### config.mk
export PLATFORM = sky130hd
export DESIGN_NAME = mod_adder
export DESIGN_NICKNAME = d
export VERILOG_FILES = /design/src/rtl/arith_pkg.sv /design/src/rtl/ctrl_pkg.sv /design/src/rtl/op_decode.sv /design/src/rtl/mod_addsub_execute.sv /design/src/rtl/result_pack.sv /design/src/rtl/mod_adder.sv
export SDC_FILE = /design/constraint.sdc
export NUM_CORES = 1
export LEC_CHECK = 0
export BUFFER_PORTS_ARGS = -buffer_cell sky130_fd_sc_hd__buf_4
export CORE_MARGIN = 5
export CORE_UTILIZATION = 45
export CTS_CLUSTER_DIAMETER = 60
export DETAILED_ROUTE_END_ITERATION = 10
export PLACE_DENSITY = 0.74
export SLEW_MARGIN = 20
export SYNTH_ARGS = -nofsm -noshare
export SYNTH_HDL_FRONTEND = slang
export SYNTH_SLANG_ARGS = --single-unit
### constraint.sdc
create_clock -name clk -period 12.7 [get_ports clk]
set_input_delay 0.635 -clock clk [delete_from_list [all_inputs] [get_ports clk]]
set_output_delay 0.635 -clock clk [all_outputs]
set_load 0.05 [all_outputs]
### src/rtl/arith_pkg.sv
package arith_pkg;

    // kyber modulus, fits in one 12-bit half
    localparam logic [11:0] kyber_q = 12'd3329;

    // dilithium modulus, 23 bits
    localparam logic [22:0] dil_q = 23'd8380417;

    // coefficient and operand word widths
    localparam int coef_w = 12;
    localparam int word_w = 24;

    // one kyber coefficient
    typedef logic [coef_w-1:0] coef_t;

    // full operand word, also a dilithium coefficient
    typedef logic [word_w-1:0] word_t;

    // word seen as two kyber coefficients, hi in bits 23:12
    typedef struct packed {
        coef_t hi;
        coef_t lo;
    } coef_pair_t;

endpackage

### src/rtl/ctrl_pkg.sv
package ctrl_pkg;

    import arith_pkg::*;

    // operation select for the add/sub unit
    typedef enum logic [1:0] {
        op_bfly2    = 2'b00,
        op_r4_lane0 = 2'b01,
        op_r4_lane1 = 2'b10,
        op_dil_add  = 2'b11
    } op_t;

    // registered command out of the decode stage
    typedef struct packed {
        logic       valid;
        op_t        op;
        coef_pair_t a;
        coef_pair_t b;
        // 1 picks b_hi - a_hi, 0 picks a_lo - b_lo
        logic       hi_sub_swap;
        // both addends from operand a
        logic       kyber_bfly;
    } cmd_t;

    // lane results handed to the pack stage
    typedef struct packed {
        logic  valid;
        op_t   op;
        coef_t add_res;
        coef_t sub_res;
        word_t dil_res;
    } lanes_t;

endpackage

### src/rtl/op_decode.sv
`timescale 1ns/1ps

module op_decode
    import arith_pkg::*, ctrl_pkg::*;
(
    input  logic  clk,
    input  logic  rst_n,
    input  logic  in_valid,
    input  op_t   op,
    input  word_t a,
    input  word_t b,
    output cmd_t  cmd
);

    // lane controls decoded from the op code
    logic bfly_d;
    logic swap_d;

    // control registers
    logic valid_q;
    op_t  op_q;
    logic bfly_q;
    logic swap_q;

    // operand registers
    coef_pair_t a_q;
    coef_pair_t b_q;

    always_comb begin
        bfly_d = 1'b0;
        swap_d = 1'b0;
        case (op)
            // radix-2: hi/lo of operand a into both lanes
            op_bfly2: bfly_d = 1'b1;
            // radix-4 lane 0 subtracts the high halves
            op_r4_lane0: swap_d = 1'b1;
            // lane 1 subtracts low halves, dilithium ignores both
            default: begin
                bfly_d = 1'b0;
                swap_d = 1'b0;
            end
        endcase
    end

    always_ff @(posedge clk) begin
        if (!rst_n) begin
            valid_q <= 1'b0;
            op_q    <= op_bfly2;
            bfly_q  <= 1'b0;
            swap_q  <= 1'b0;
        end else begin
            valid_q <= in_valid;
            op_q    <= op;
            bfly_q  <= bfly_d;
            swap_q  <= swap_d;
        end
    end

    // operands only load with a valid sample
    always_ff @(posedge clk) begin
        if (in_valid) begin
            a_q <= a;
            b_q <= b;
        end
    end

    assign cmd = '{
        valid:       valid_q,
        op:          op_q,
        a:           a_q,
        b:           b_q,
        hi_sub_swap: swap_q,
        kyber_bfly:  bfly_q
    };

endmodule

### src/rtl/mod_addsub_execute.sv
`timescale 1ns/1ps

module mod_addsub_execute
    import arith_pkg::*, ctrl_pkg::*;
(
    input  cmd_t   cmd,
    output lanes_t lanes
);

    // adder and subtractor operands
    coef_t add_x;
    coef_t add_y;
    coef_t sub_x;
    coef_t sub_y;

    // 12-bit modular add
    logic  add_c;
    coef_t add_s;
    logic  add_b;
    coef_t add_d;
    coef_t add_res;

    // 12-bit modular sub
    logic  sub_b;
    coef_t sub_s;
    coef_t sub_res;

    // 24-bit dilithium add
    logic [12:0] lo_sum;
    logic [12:0] hi_sum;
    logic [24:0] dil_raw;
    logic        dil_b;
    word_t       dil_d;
    logic        dil_ge;
    word_t       dil_res;

    // operand routing per lane controls
    always_comb begin
        if (cmd.kyber_bfly) begin
            // radix-2: hi +/- lo of operand a
            add_x = cmd.a.hi;
            add_y = cmd.a.lo;
            sub_x = cmd.a.hi;
            sub_y = cmd.a.lo;
        end else if (cmd.hi_sub_swap) begin
            // lane 0: a_lo + b_lo, b_hi - a_hi
            add_x = cmd.a.lo;
            add_y = cmd.b.lo;
            sub_x = cmd.b.hi;
            sub_y = cmd.a.hi;
        end else begin
            // lane 1: a_hi + b_hi, a_lo - b_lo
            add_x = cmd.a.hi;
            add_y = cmd.b.hi;
            sub_x = cmd.a.lo;
            sub_y = cmd.b.lo;
        end
    end

    // raw sum with carry out
    assign {add_c, add_s} = {1'b0, add_x} + {1'b0, add_y};

    // trial subtraction of q, borrow means sum < q
    assign {add_b, add_d} = {1'b0, add_s} - {1'b0, kyber_q};

    // take corrected value on carry or when no borrow
    assign add_res = (add_c | ~add_b) ? add_d : add_s;

    // raw difference, borrow flags a negative result
    assign {sub_b, sub_s} = {1'b0, sub_x} - {1'b0, sub_y};

    // wrap back into range with +q, uses this lane's own borrow
    assign sub_res = sub_b ? (sub_s + kyber_q) : sub_s;

    // low half add, carry ripples into the high half
    assign lo_sum = {1'b0, cmd.a.lo} + {1'b0, cmd.b.lo};
    assign hi_sum = {1'b0, cmd.a.hi} + {1'b0, cmd.b.hi} + {12'd0, lo_sum[12]};

    // full 25-bit sum
    assign dil_raw = {hi_sum, lo_sum[11:0]};

    // trial subtraction of the dilithium modulus
    assign {dil_b, dil_d} = {1'b0, dil_raw[23:0]} - {2'b00, dil_q};

    // at or above q once the top bit is set or no borrow
    assign dil_ge  = dil_raw[24] | ~dil_b;
    assign dil_res = dil_ge ? dil_d : dil_raw[23:0];

    assign lanes = '{
        valid:   cmd.valid,
        op:      cmd.op,
        add_res: add_res,
        sub_res: sub_res,
        dil_res: dil_res
    };

endmodule

### src/rtl/result_pack.sv
`timescale 1ns/1ps

module result_pack
    import arith_pkg::*, ctrl_pkg::*;
(
    input  logic   clk,
    input  logic   rst_n,
    input  lanes_t lanes,
    output logic   out_valid,
    output word_t  sum
);

    // output word before the register
    word_t packed_word;

    always_comb begin
        // dilithium result by default
        packed_word = lanes.dil_res;
        case (lanes.op)
            // radix-2 keeps the sum in the high half
            op_bfly2: packed_word = {lanes.add_res, lanes.sub_res};
            // radix-4 lanes put the difference on top
            op_r4_lane0: packed_word = {lanes.sub_res, lanes.add_res};
            op_r4_lane1: packed_word = {lanes.sub_res, lanes.add_res};
            op_dil_add: packed_word = lanes.dil_res;
            default: packed_word = lanes.dil_res;
        endcase
    end

    always_ff @(posedge clk) begin
        if (!rst_n) begin
            out_valid <= 1'b0;
            sum       <= '0;
        end else begin
            out_valid <= lanes.valid;
            // hold last result through idle cycles
            if (lanes.valid) begin
                sum <= packed_word;
            end
        end
    end

endmodule

### src/rtl/mod_adder.sv
`timescale 1ns/1ps

module mod_adder
    import arith_pkg::*, ctrl_pkg::*;
(
    input  logic  clk,
    input  logic  rst_n,
    input  logic  in_valid,
    input  op_t   op,
    input  word_t a,
    input  word_t b,
    output logic  out_valid,
    output word_t sum
);

    // decode to execute, registered
    cmd_t   cmd;

    // execute to pack, combinational
    lanes_t lanes;

    // stage 1, operand and control register
    op_decode u_decode (
        .clk      (clk),
        .rst_n    (rst_n),
        .in_valid (in_valid),
        .op       (op),
        .a        (a),
        .b        (b),
        .cmd      (cmd)
    );

    // modular add/sub lanes
    mod_addsub_execute u_execute (
        .cmd   (cmd),
        .lanes (lanes)
    );

    // stage 2, pack and output register
    result_pack u_result (
        .clk       (clk),
        .rst_n     (rst_n),
        .lanes     (lanes),
        .out_valid (out_valid),
        .sum       (sum)
    );

endmodule

# ---- After elaboration in Yosys (flattened, before gate mapping)
# Cells that the tools add are included.
dict set report totals {
  ram_bits 0
  latch_bits 0
  register_bits 78
  mem_bits_ro 0
  memories 0
  output_inout_bits 25
}
dict set report op_classes {
  mux 14
  bitwise_logic 4
  shifts 0
  n_eq_ne 4
  n_reduce_logical 3
  mul 0
  div 0
  n_lt_le_gt_ge 0
  n_addsub 8
}
# op count
set op_table {}
lappend op_table {{$mux 12} 10}
lappend op_table {{$pmux 24 s3} 1}
lappend op_table {{$add 12x12->13} 3}
lappend op_table {{$sub 24x23->25 const B} 1}
lappend op_table {{$mux 24} 1}
lappend op_table {{$add 13x1->13} 1}
lappend op_table {{$sub 12x12->13} 1}
lappend op_table {{$sub 12x12->13 const B} 1}
lappend op_table {{$add 12x12->12 const B} 1}
lappend op_table {{$eq 2x1->1 const B} 2}
lappend op_table {{$eq 2x2->1 const B} 2}
lappend op_table {{$logic_not 2->1} 2}
lappend op_table {{$mux 1} 2}
lappend op_table {{$not 1->1} 2}
lappend op_table {{$or 1x1->1} 2}
lappend op_table {{$reduce_or 2->1} 1}

# ---- Longest topological paths before layout
# Gate-level depths: netlist of the first run.
dict set report logic_depth {
  ltp_word 8
  depth_mapped 22
  depth_no_buf 21
}

# ---- Hierarchy
# Synthesis of the first run repeated with hierarchy kept, for this count alone.
dict set report unflattened {
  cells_unflattened 794
  hier_area_um2 7484.7
}
# mod cells_each instances area_per_inst_um2 seq_area_each_um2
set modules_own_cells {}
lappend modules_own_cells {mod_addsub_execute 614 1 4451.8 0.0}
lappend modules_own_cells {op_decode 61 1 1605.3 1541.5}
lappend modules_own_cells {result_pack 119 1 1427.6 500.5}

# ---- Worst setup path after synthesis of the first run
# No wires, ideal clock.
dict set report synth_timing {
  kind {reg2reg}
  from {register u_decode.a_q (netlist bit u_decode.cmd[26])}
  to {register u_result.sum[15]}
  t_required_ps 12578
  setup_slack_ps 7601
  stages_incl_launch_ff 23
  arrival_time_ps 4978
  cell_sequence {edfxtp_1 ha_1 inv_1 fa_1 nor2b_1 o2111ai_1 a31oi_1 o32ai_1 o21bai_1 a21oi_1 fa_1 fa_1 nand2b_1 a21oi_1 xnor2_1 nand4_1 or4_4 a311oi_4 buf_6 o211ai_1 xnor2_1 a221oi_1 nor2_1}
}
dict set report synth_via {
  elab_chain_cells 8
  elab_cells_between_ends 21
  classes_between {add/sub: 7; mux: 10; bitwise: 4}
}
# item line_no
set synth_rtl {}
lappend synth_rtl {{start: declaration} op_decode.sv:26} ;# coef_pair_t a_q;
lappend synth_rtl {{start signal: assignment} op_decode.sv:62} ;# a_q <= a;
lappend synth_rtl {{branches (longest 7 deep; another with $sub 24x23->25)} -}
lappend synth_rtl {{$pmux 24 s3 (*)} result_pack.sv:19} ;# case (lanes.op)
lappend synth_rtl {{end signal: assignment} result_pack.sv:38} ;# sum <= packed_word;
lappend synth_rtl {{end: declaration} result_pack.sv:10} ;# output word_t sum
# Every way passes the cells marked *.
# A chain may end at the register's enable or synchronous reset.

# ---- Final worst setup path of the first run
dict set report layout_timing {
  from {register u_decode.a_q (netlist bit u_decode.cmd[26])}
  to {register u_result.sum[21]}
}
# Same word-level chain as after synthesis.

==> results.toml, run 1 <==
[outcome]
status = "complete, no violations"

[hold_path]
hp-start = "op[1]"
min_path_type = "input port to flop"
min_to = "u_decode.swap_q"
min_path_cells = 2

[clock_network]
numCtsBuffers = 9
cts_tree = "done"
worst_skew_pair.late_latency_ns = 0.35
post_cts_resized = 0
clk_pin_slew_ns = 0.06
clock-sinks = 78
cts_root_buf = "clkbuf_16"
cts_hold_buffers = 0
htreeDepth = 3
cts_setup_buffers = 0
clock_tree.buffer_depth = 2

[route]
drtIter0Drc = 952
wirelength_um = 21900
ant_nets = 0
wire_per_inst_um = 19.6
dr_total_vias = 7002
firstDrtPassIters = 5
vias_per_cell = 6.26
drc = 0

[sta]
rsz0062_at_grt = "no"
worst_slack_ns = 6.73
fin_setup_tns_ns = 0
maxSlewViolCount = 0
finalSetupViolCount = 0
timing.slew.headroom_pct = 39.1
finalHoldViolations = 0
finClkSkew_ns = 0.00892
fin_crit_sh_pct = 47.0
min_period_ns = 5.97
timing.fmax_mhz = 167
tightest_slew_ns = 0.908

[floorplanning]
row_count = 47
die_h_um = 139
core_area_um2 = 16500
start_util_pct = 45.5
dieArea_um2 = 19300
ios = 78
die-width_um = 139

[grt]
overflow = 0
grt_pass1_vias = 6542
antenna_found_initial = 0
grt_pass1_wl_um = 34700
track_usage_pct = 22.3
grt_max_degree = 52

[setup_path]
crit_required_ns = 12.93
critPathKind = "flop to flop"
reg2reg_from = "u_decode.cmd[26]"
critPathArrivalTime_ns = 6.20
crit_fanout = 15
end_kind = "flop"
rrSetupSlack_ns = 6.73
crit-reg2reg-capture = "u_result.sum[21]"
cp-start-kind = "flop"
r2r.worst_path.cells = 21

[power_and_ir_drop]
power_density_nw_per_um2 = 143
cellLeakagePower_nw = 3.31
irDropWorstVdd_mv = 0.100

[yosys]
postSynthRegisterBits = 78
synth-edff-count = 48
yosys_most_used_dff = "edfxtp_1"
ys_seq_area_share_pct = 27.3
async_reset_ff_share_pct = 0
syn_area_per_cell_um2 = 8.91
synthesis.nets = 950
synth_cell_types = 82
yosysWarnings = 0
syn-instance-count = 840
syn_area_um2 = 7490

[layout]
layout_commonest_cell = "buf_4"
antenna_cells = 0
fin_nets = 1003
drive_gt1_share_pct = 18.6
layout_common_cells = "81 x buf_4, 55 x a21oi_1, 53 x nor2_1, 52 x ha_1"
syn2layout_area_growth_pct = 13.6

[placement]
port_buffers = 77
pre_cts_ws_ns = 6.84
globalplace.congestion = 0.973
dpl.hpwl_um = 17300

[job]
max_cap_violations = 0
flip-flops by register name (all words and copies together), names as in the netlist:
signal / flops
u_decode.valid_q: 1
u_decode.swap_q: 1
u_result.out_valid: 1
u_result.sum: 24
u_decode.cmd: 48
u_decode.bfly_q: 1
u_decode.op_q: 2
cell families after synthesis:
family                   Yosys count  synth area share [%]
buffers and inverters             72                  3.89
adder cells (fa/ha/maj)           57                  10.0
AND/OR/NAND/NOR                  224                  15.3
XOR/XNOR                          69                  8.07
flip-flops                        78                  27.3
multiplexers                      67                  9.68
AO/OA/AOI/OAI                    273                  25.7
through the flow:
stage          hold slack [ns]  power [W]  cell area [um2]  utilization [%]  instances
3_5_place_dp             0.455   0.000946             8200             49.8       1102
6_report                 0.442    0.00122             8510             51.7       1118
5_1_grt                  0.451    0.00128             8510             51.7       1118
4_1_cts                  0.434    0.00121             8500             51.6       1118
3_3_place_gp             0.459   0.000940             8200             49.8       1102
2_1_floorplan            0.580   0.000768             7490                -        840
report_power, final:
part           total, W  switching (W)  internal [W]  leakage (nW)
sequential     0.000314      0.0000211      0.000293         0.717
clock          0.000257       0.000106      0.000151         0.152
combinational  0.000647       0.000408      0.000239          2.44
total           0.00122       0.000535      0.000683          3.31
synth_stat cells, types with 10 or more instances:
cell	count	area share [%]
xnor2_1	41	4.8
a221oi_1	12	1.4
o211ai_1	16	1.6
clkbuf_1	21	1.1
nor2b_1	14	1.2
nand2b_1	13	1.1
dfxtp_1	30	8.0
nor2_1	53	2.7
a211oi_1	15	1.5
inv_1	32	1.6
a21oi_1	55	3.7
xor2_1	28	3.3
mux2i_1	24	3.2
nand3_1	18	1.2
mux2_2	43	6.5
nand2_1	49	2.5
edfxtp_1	48	19
nor3_1	20	1.3
ha_1	52	8.7
o21ai_0	49	3.3
buf_2	10	0.67
o221ai_1	11	1.3
a21o_1	22	2.2
critical path, cell delays in order, from the launching register on:
cell       delay, ns
edfxtp_1        0.40
ha_1            0.24
inv_1           0.07
fa_1            0.44
nor2b_1         0.19
o2111ai_1       0.13
a31oi_1         0.20
o32ai_1         0.15
o21bai_1        0.16
a21oi_1         0.13
fa_1            0.42
fa_1            0.45
nand2b_1        0.19
a21oi_1         0.16
xnor2_1         0.19
nand4_1         0.27
or4_4           0.58
a311oi_4        0.66
o211ai_1        0.17
xor2_1          0.17
a221oi_1        0.35
o21ai_1         0.13
metal layers:
layer	vias to the layer above	global-route usage [%]	share of wire [%]
li1	3310	-	-
met1	3273	30.3	43
met2	360	33.4	44
met3	59	4.59	8.0
met4	0	11.8	4.8
met5	-	0	0
area by class of cell:
cell class / count / area, um2
inverters: 33 / 124
clock inverters: 4 / 26.3
repair buffers: 81 / 608
clock buffers: 12 / 269
flip-flops and latches: 78 / 2040
well taps: 220 / 275
fillers: 1580 / 7960
multi-input cells: 690 / 5160
worst max-delay path by stage:
| stage | from | end | slack, ns | depth (start not counted) |
|---|---|---|---|---|
| floorplan | u_decode.cmd[26] | u_result.sum[15] | 7.60 | 22 |
| global placement | u_decode.cmd[26] | u_result.sum[3] | 7.00 | 21 |
| detailed placement | u_decode.cmd[26] | u_result.sum[3] | 6.84 | 21 |
| CTS | u_decode.cmd[26] | u_result.sum[21] | 6.78 | 21 |
| global route | u_decode.cmd[26] | u_result.sum[2] | 6.28 | 21 |
| finish | u_decode.cmd[26] | u_result.sum[21] | 6.73 | 21 |
Note: power is estimated with default switching activity, not from simulation.
==> run 2: changes to the inputs <==
--- a/config.mk
+++ b/config.mk
@@ -10,7 +10,7 @@
 export CORE_UTILIZATION = 45
 export CTS_CLUSTER_DIAMETER = 60
 export DETAILED_ROUTE_END_ITERATION = 10
-export PLACE_DENSITY = 0.74
+export PLACE_DENSITY = 0.76
 export SLEW_MARGIN = 20
 export SYNTH_ARGS = -nofsm -noshare
 export SYNTH_HDL_FRONTEND = slang
==> constraint.sdc (replaced) <==
create_clock -name clk -period 5.4 [get_ports clk]
set_input_delay 0.27 -clock clk [delete_from_list [all_inputs] [get_ports clk]]
set_output_delay 0.27 -clock clk [all_outputs]
set_load 0.05 [all_outputs]
==> results.toml, run 2 (synthesis results as in run 1) <==
[outcome]
status = "complete, no violations"

[clock_network]
cts_root_buf = "clkbuf_16"
cts_tree = "done"
worst_skew_pair.late_latency_ns = 0.35
numCtsBuffers = 9
clk_pin_slew_ns = 0.07
clock-sinks = 78
clock_tree.buffer_depth = 2
htreeDepth = 3

[layout]
fin_nets = 1025
final_area_um2 = 8760
syn2layout_area_growth_pct = 17.0
largest_reg_flops = 48
antenna_cells = 0
layout_common_cells = "102 x buf_4, 53 x nor2_1, 53 x a21oi_1, 51 x ha_1, 49 x nand2_1"
layout_commonest_cell = "buf_4"
final_core_util_pct = 53.2
drive_gt1_share_pct = 22.1

[sta]
whs_ns = 0.0725
min_period_ns = 5.24
finalSetupViolCount = 0
worst_slack_ns = 0.163
finalHoldViolations = 0
timing.slew.headroom_pct = 40.6
fin_crit_sh_pct = 97.0
maxSlewViolCount = 0
tightest_slew_ns = 0.886
timing.fmax_mhz = 191
finClkSkew_ns = 0.0126

[floorplanning]
core_area_um2 = 16500
row_count = 47
dieArea_um2 = 19300
die-width_um = 139
ios = 78
start_util_pct = 45.5
die_h_um = 139

[placement]
pre_cts_ws_ns = -0.0177
port_buffers = 77
globalplace.congestion = 1.01
place_area_um2 = 8320
dpl.hpwl_um = 18100

[setup_path]
cp-start-kind = "flop"
critPathKind = "flop to flop"
end_kind = "flop"
crit_chain = "ha_2, inv_2, fa_2, nor2b_2, o2111ai_2, a31oi_2, o32ai_2, o21bai_1, a21oi_2, fa_2, fa_2, nor2b_1, o311ai_1, o311a_1, or3b_4, or4_4, a311oi_4, buf_6, buf_4, o21ai_1, xnor2_1, a22oi_1, o21ai_1"
crit_top_cell = "fa_2"
crit_fanout = 8
critPathArrivalTime_ns = 5.52
cp_slowest_stage_delay_ns = 0.56
path_buf_inv = 3
crit_required_ns = 5.68
worst_path_max_delay_cell = "or4_4"
crit_family = "compound AO/OA/AOI/OAI gates"

[power_and_ir_drop]
combinationalPowerShare_pct = 52.9
cellLeakagePower_nw = 3.43
power.share.clock_pct = 22.1
switching_power_w = 0.00129
p_total_w = 0.00299
power_density_nw_per_um2 = 341
pwr-share-seq_pct = 25.0
p_sw_share_pct = 43.3
intPower_w = 0.00169
irDropWorstVdd_mv = 0.212

[grt]
grt_pass1_vias = 6818
grt_max_degree = 51
track_usage_pct = 23.6
grt_pass1_wl_um = 36600
antenna_found_initial = 0
overflow = 0

[route]
wire_per_inst_um = 20.5
drc = 0
ant_nets = 0
vias_per_cell = 6.28
firstDrtPassIters = 6
wirelength_um = 23300
dr_total_vias = 7158
drtIter0Drc = 780

[hold_path]
min_path_type = "input port to flop"

[job]
max_cap_violations = 0
==> run 2: cell count changes in the layout (fill, tap and decap cells not counted), sizes merged <==
cell and change:
buf +22, bufinv +2, clkbuf -2, clkinv +2, inv -2
==> run 2: routing by layer <==
layer  vias to the layer above  share of wire [%]  GRT usage, %
li1                       3364                  -             -
met1                      3341                 42          31.5
met2                       372                 44          35.9
met3                        81                8.4          4.83
met4                         0                5.7          12.8
met5                         -                  0             0
==> run 2: repair_timing <==
item / in CTS / in global routing
cloned: 0 / 1
hold buffers: 0 / 0
gates resized for setup: 2 / 20
setup buffers: 0 / 6
pin swaps: 0 / 6
setup endpoints to repair: 2 / 24
==> run 2: area by class of cell <==
| class | instances | area, um2 |
|---|---|---|
| timing repair buffer | 103 | 777 |
| multi-input combinational | 690 | 5230 |
| sequential | 78 | 2040 |
| clock buffer | 10 | 229 |
| tap | 220 | 275 |
| inverter | 33 | 124 |
| fill | 1548 | 7700 |
| clock inverter | 6 | 86.3 |
==> run 2: path summary, 6_finish.rpt <==
kind / from / cells after the start / slack, ns / endpoint
max: u_decode.cmd[26] / 23 / 0.16 / u_result.sum[5]
min: op[0] / 2 / 0.07 / u_decode.bfly_q
max reg2reg: u_decode.cmd[26] / 23 / 0.16 / u_result.sum[5]
min reg2reg: u_result.sum[2] / 2 / 0.47 / u_result.sum[2]
==> run 2: per-stage QoR <==
| stage | setup TNS (ns) | instances |
|---|---|---|
| 3_3_place_gp | 0 | 1117 |
| 2_1_floorplan | 0 | 840 |
| 3_5_place_dp | -0.0177 | 1117 |
| 5_1_grt | -0.148 | 1140 |
| 4_1_cts | 0 | 1133 |
| 6_report | 0 | 1140 |
==> run 2: power groups by stage <==
stage	Sequential [W]	Combinational (W)	Clock (W)
2_1_floorplan	0.000798	0.00101	0
3_3_place_gp	0.000754	0.00150	0
3_5_place_dp	0.000756	0.00151	0
4_1_cts	0.000744	0.00152	0.000665
5_1_grt	0.000751	0.00170	0.000692
6_report	0.000745	0.00158	0.000661
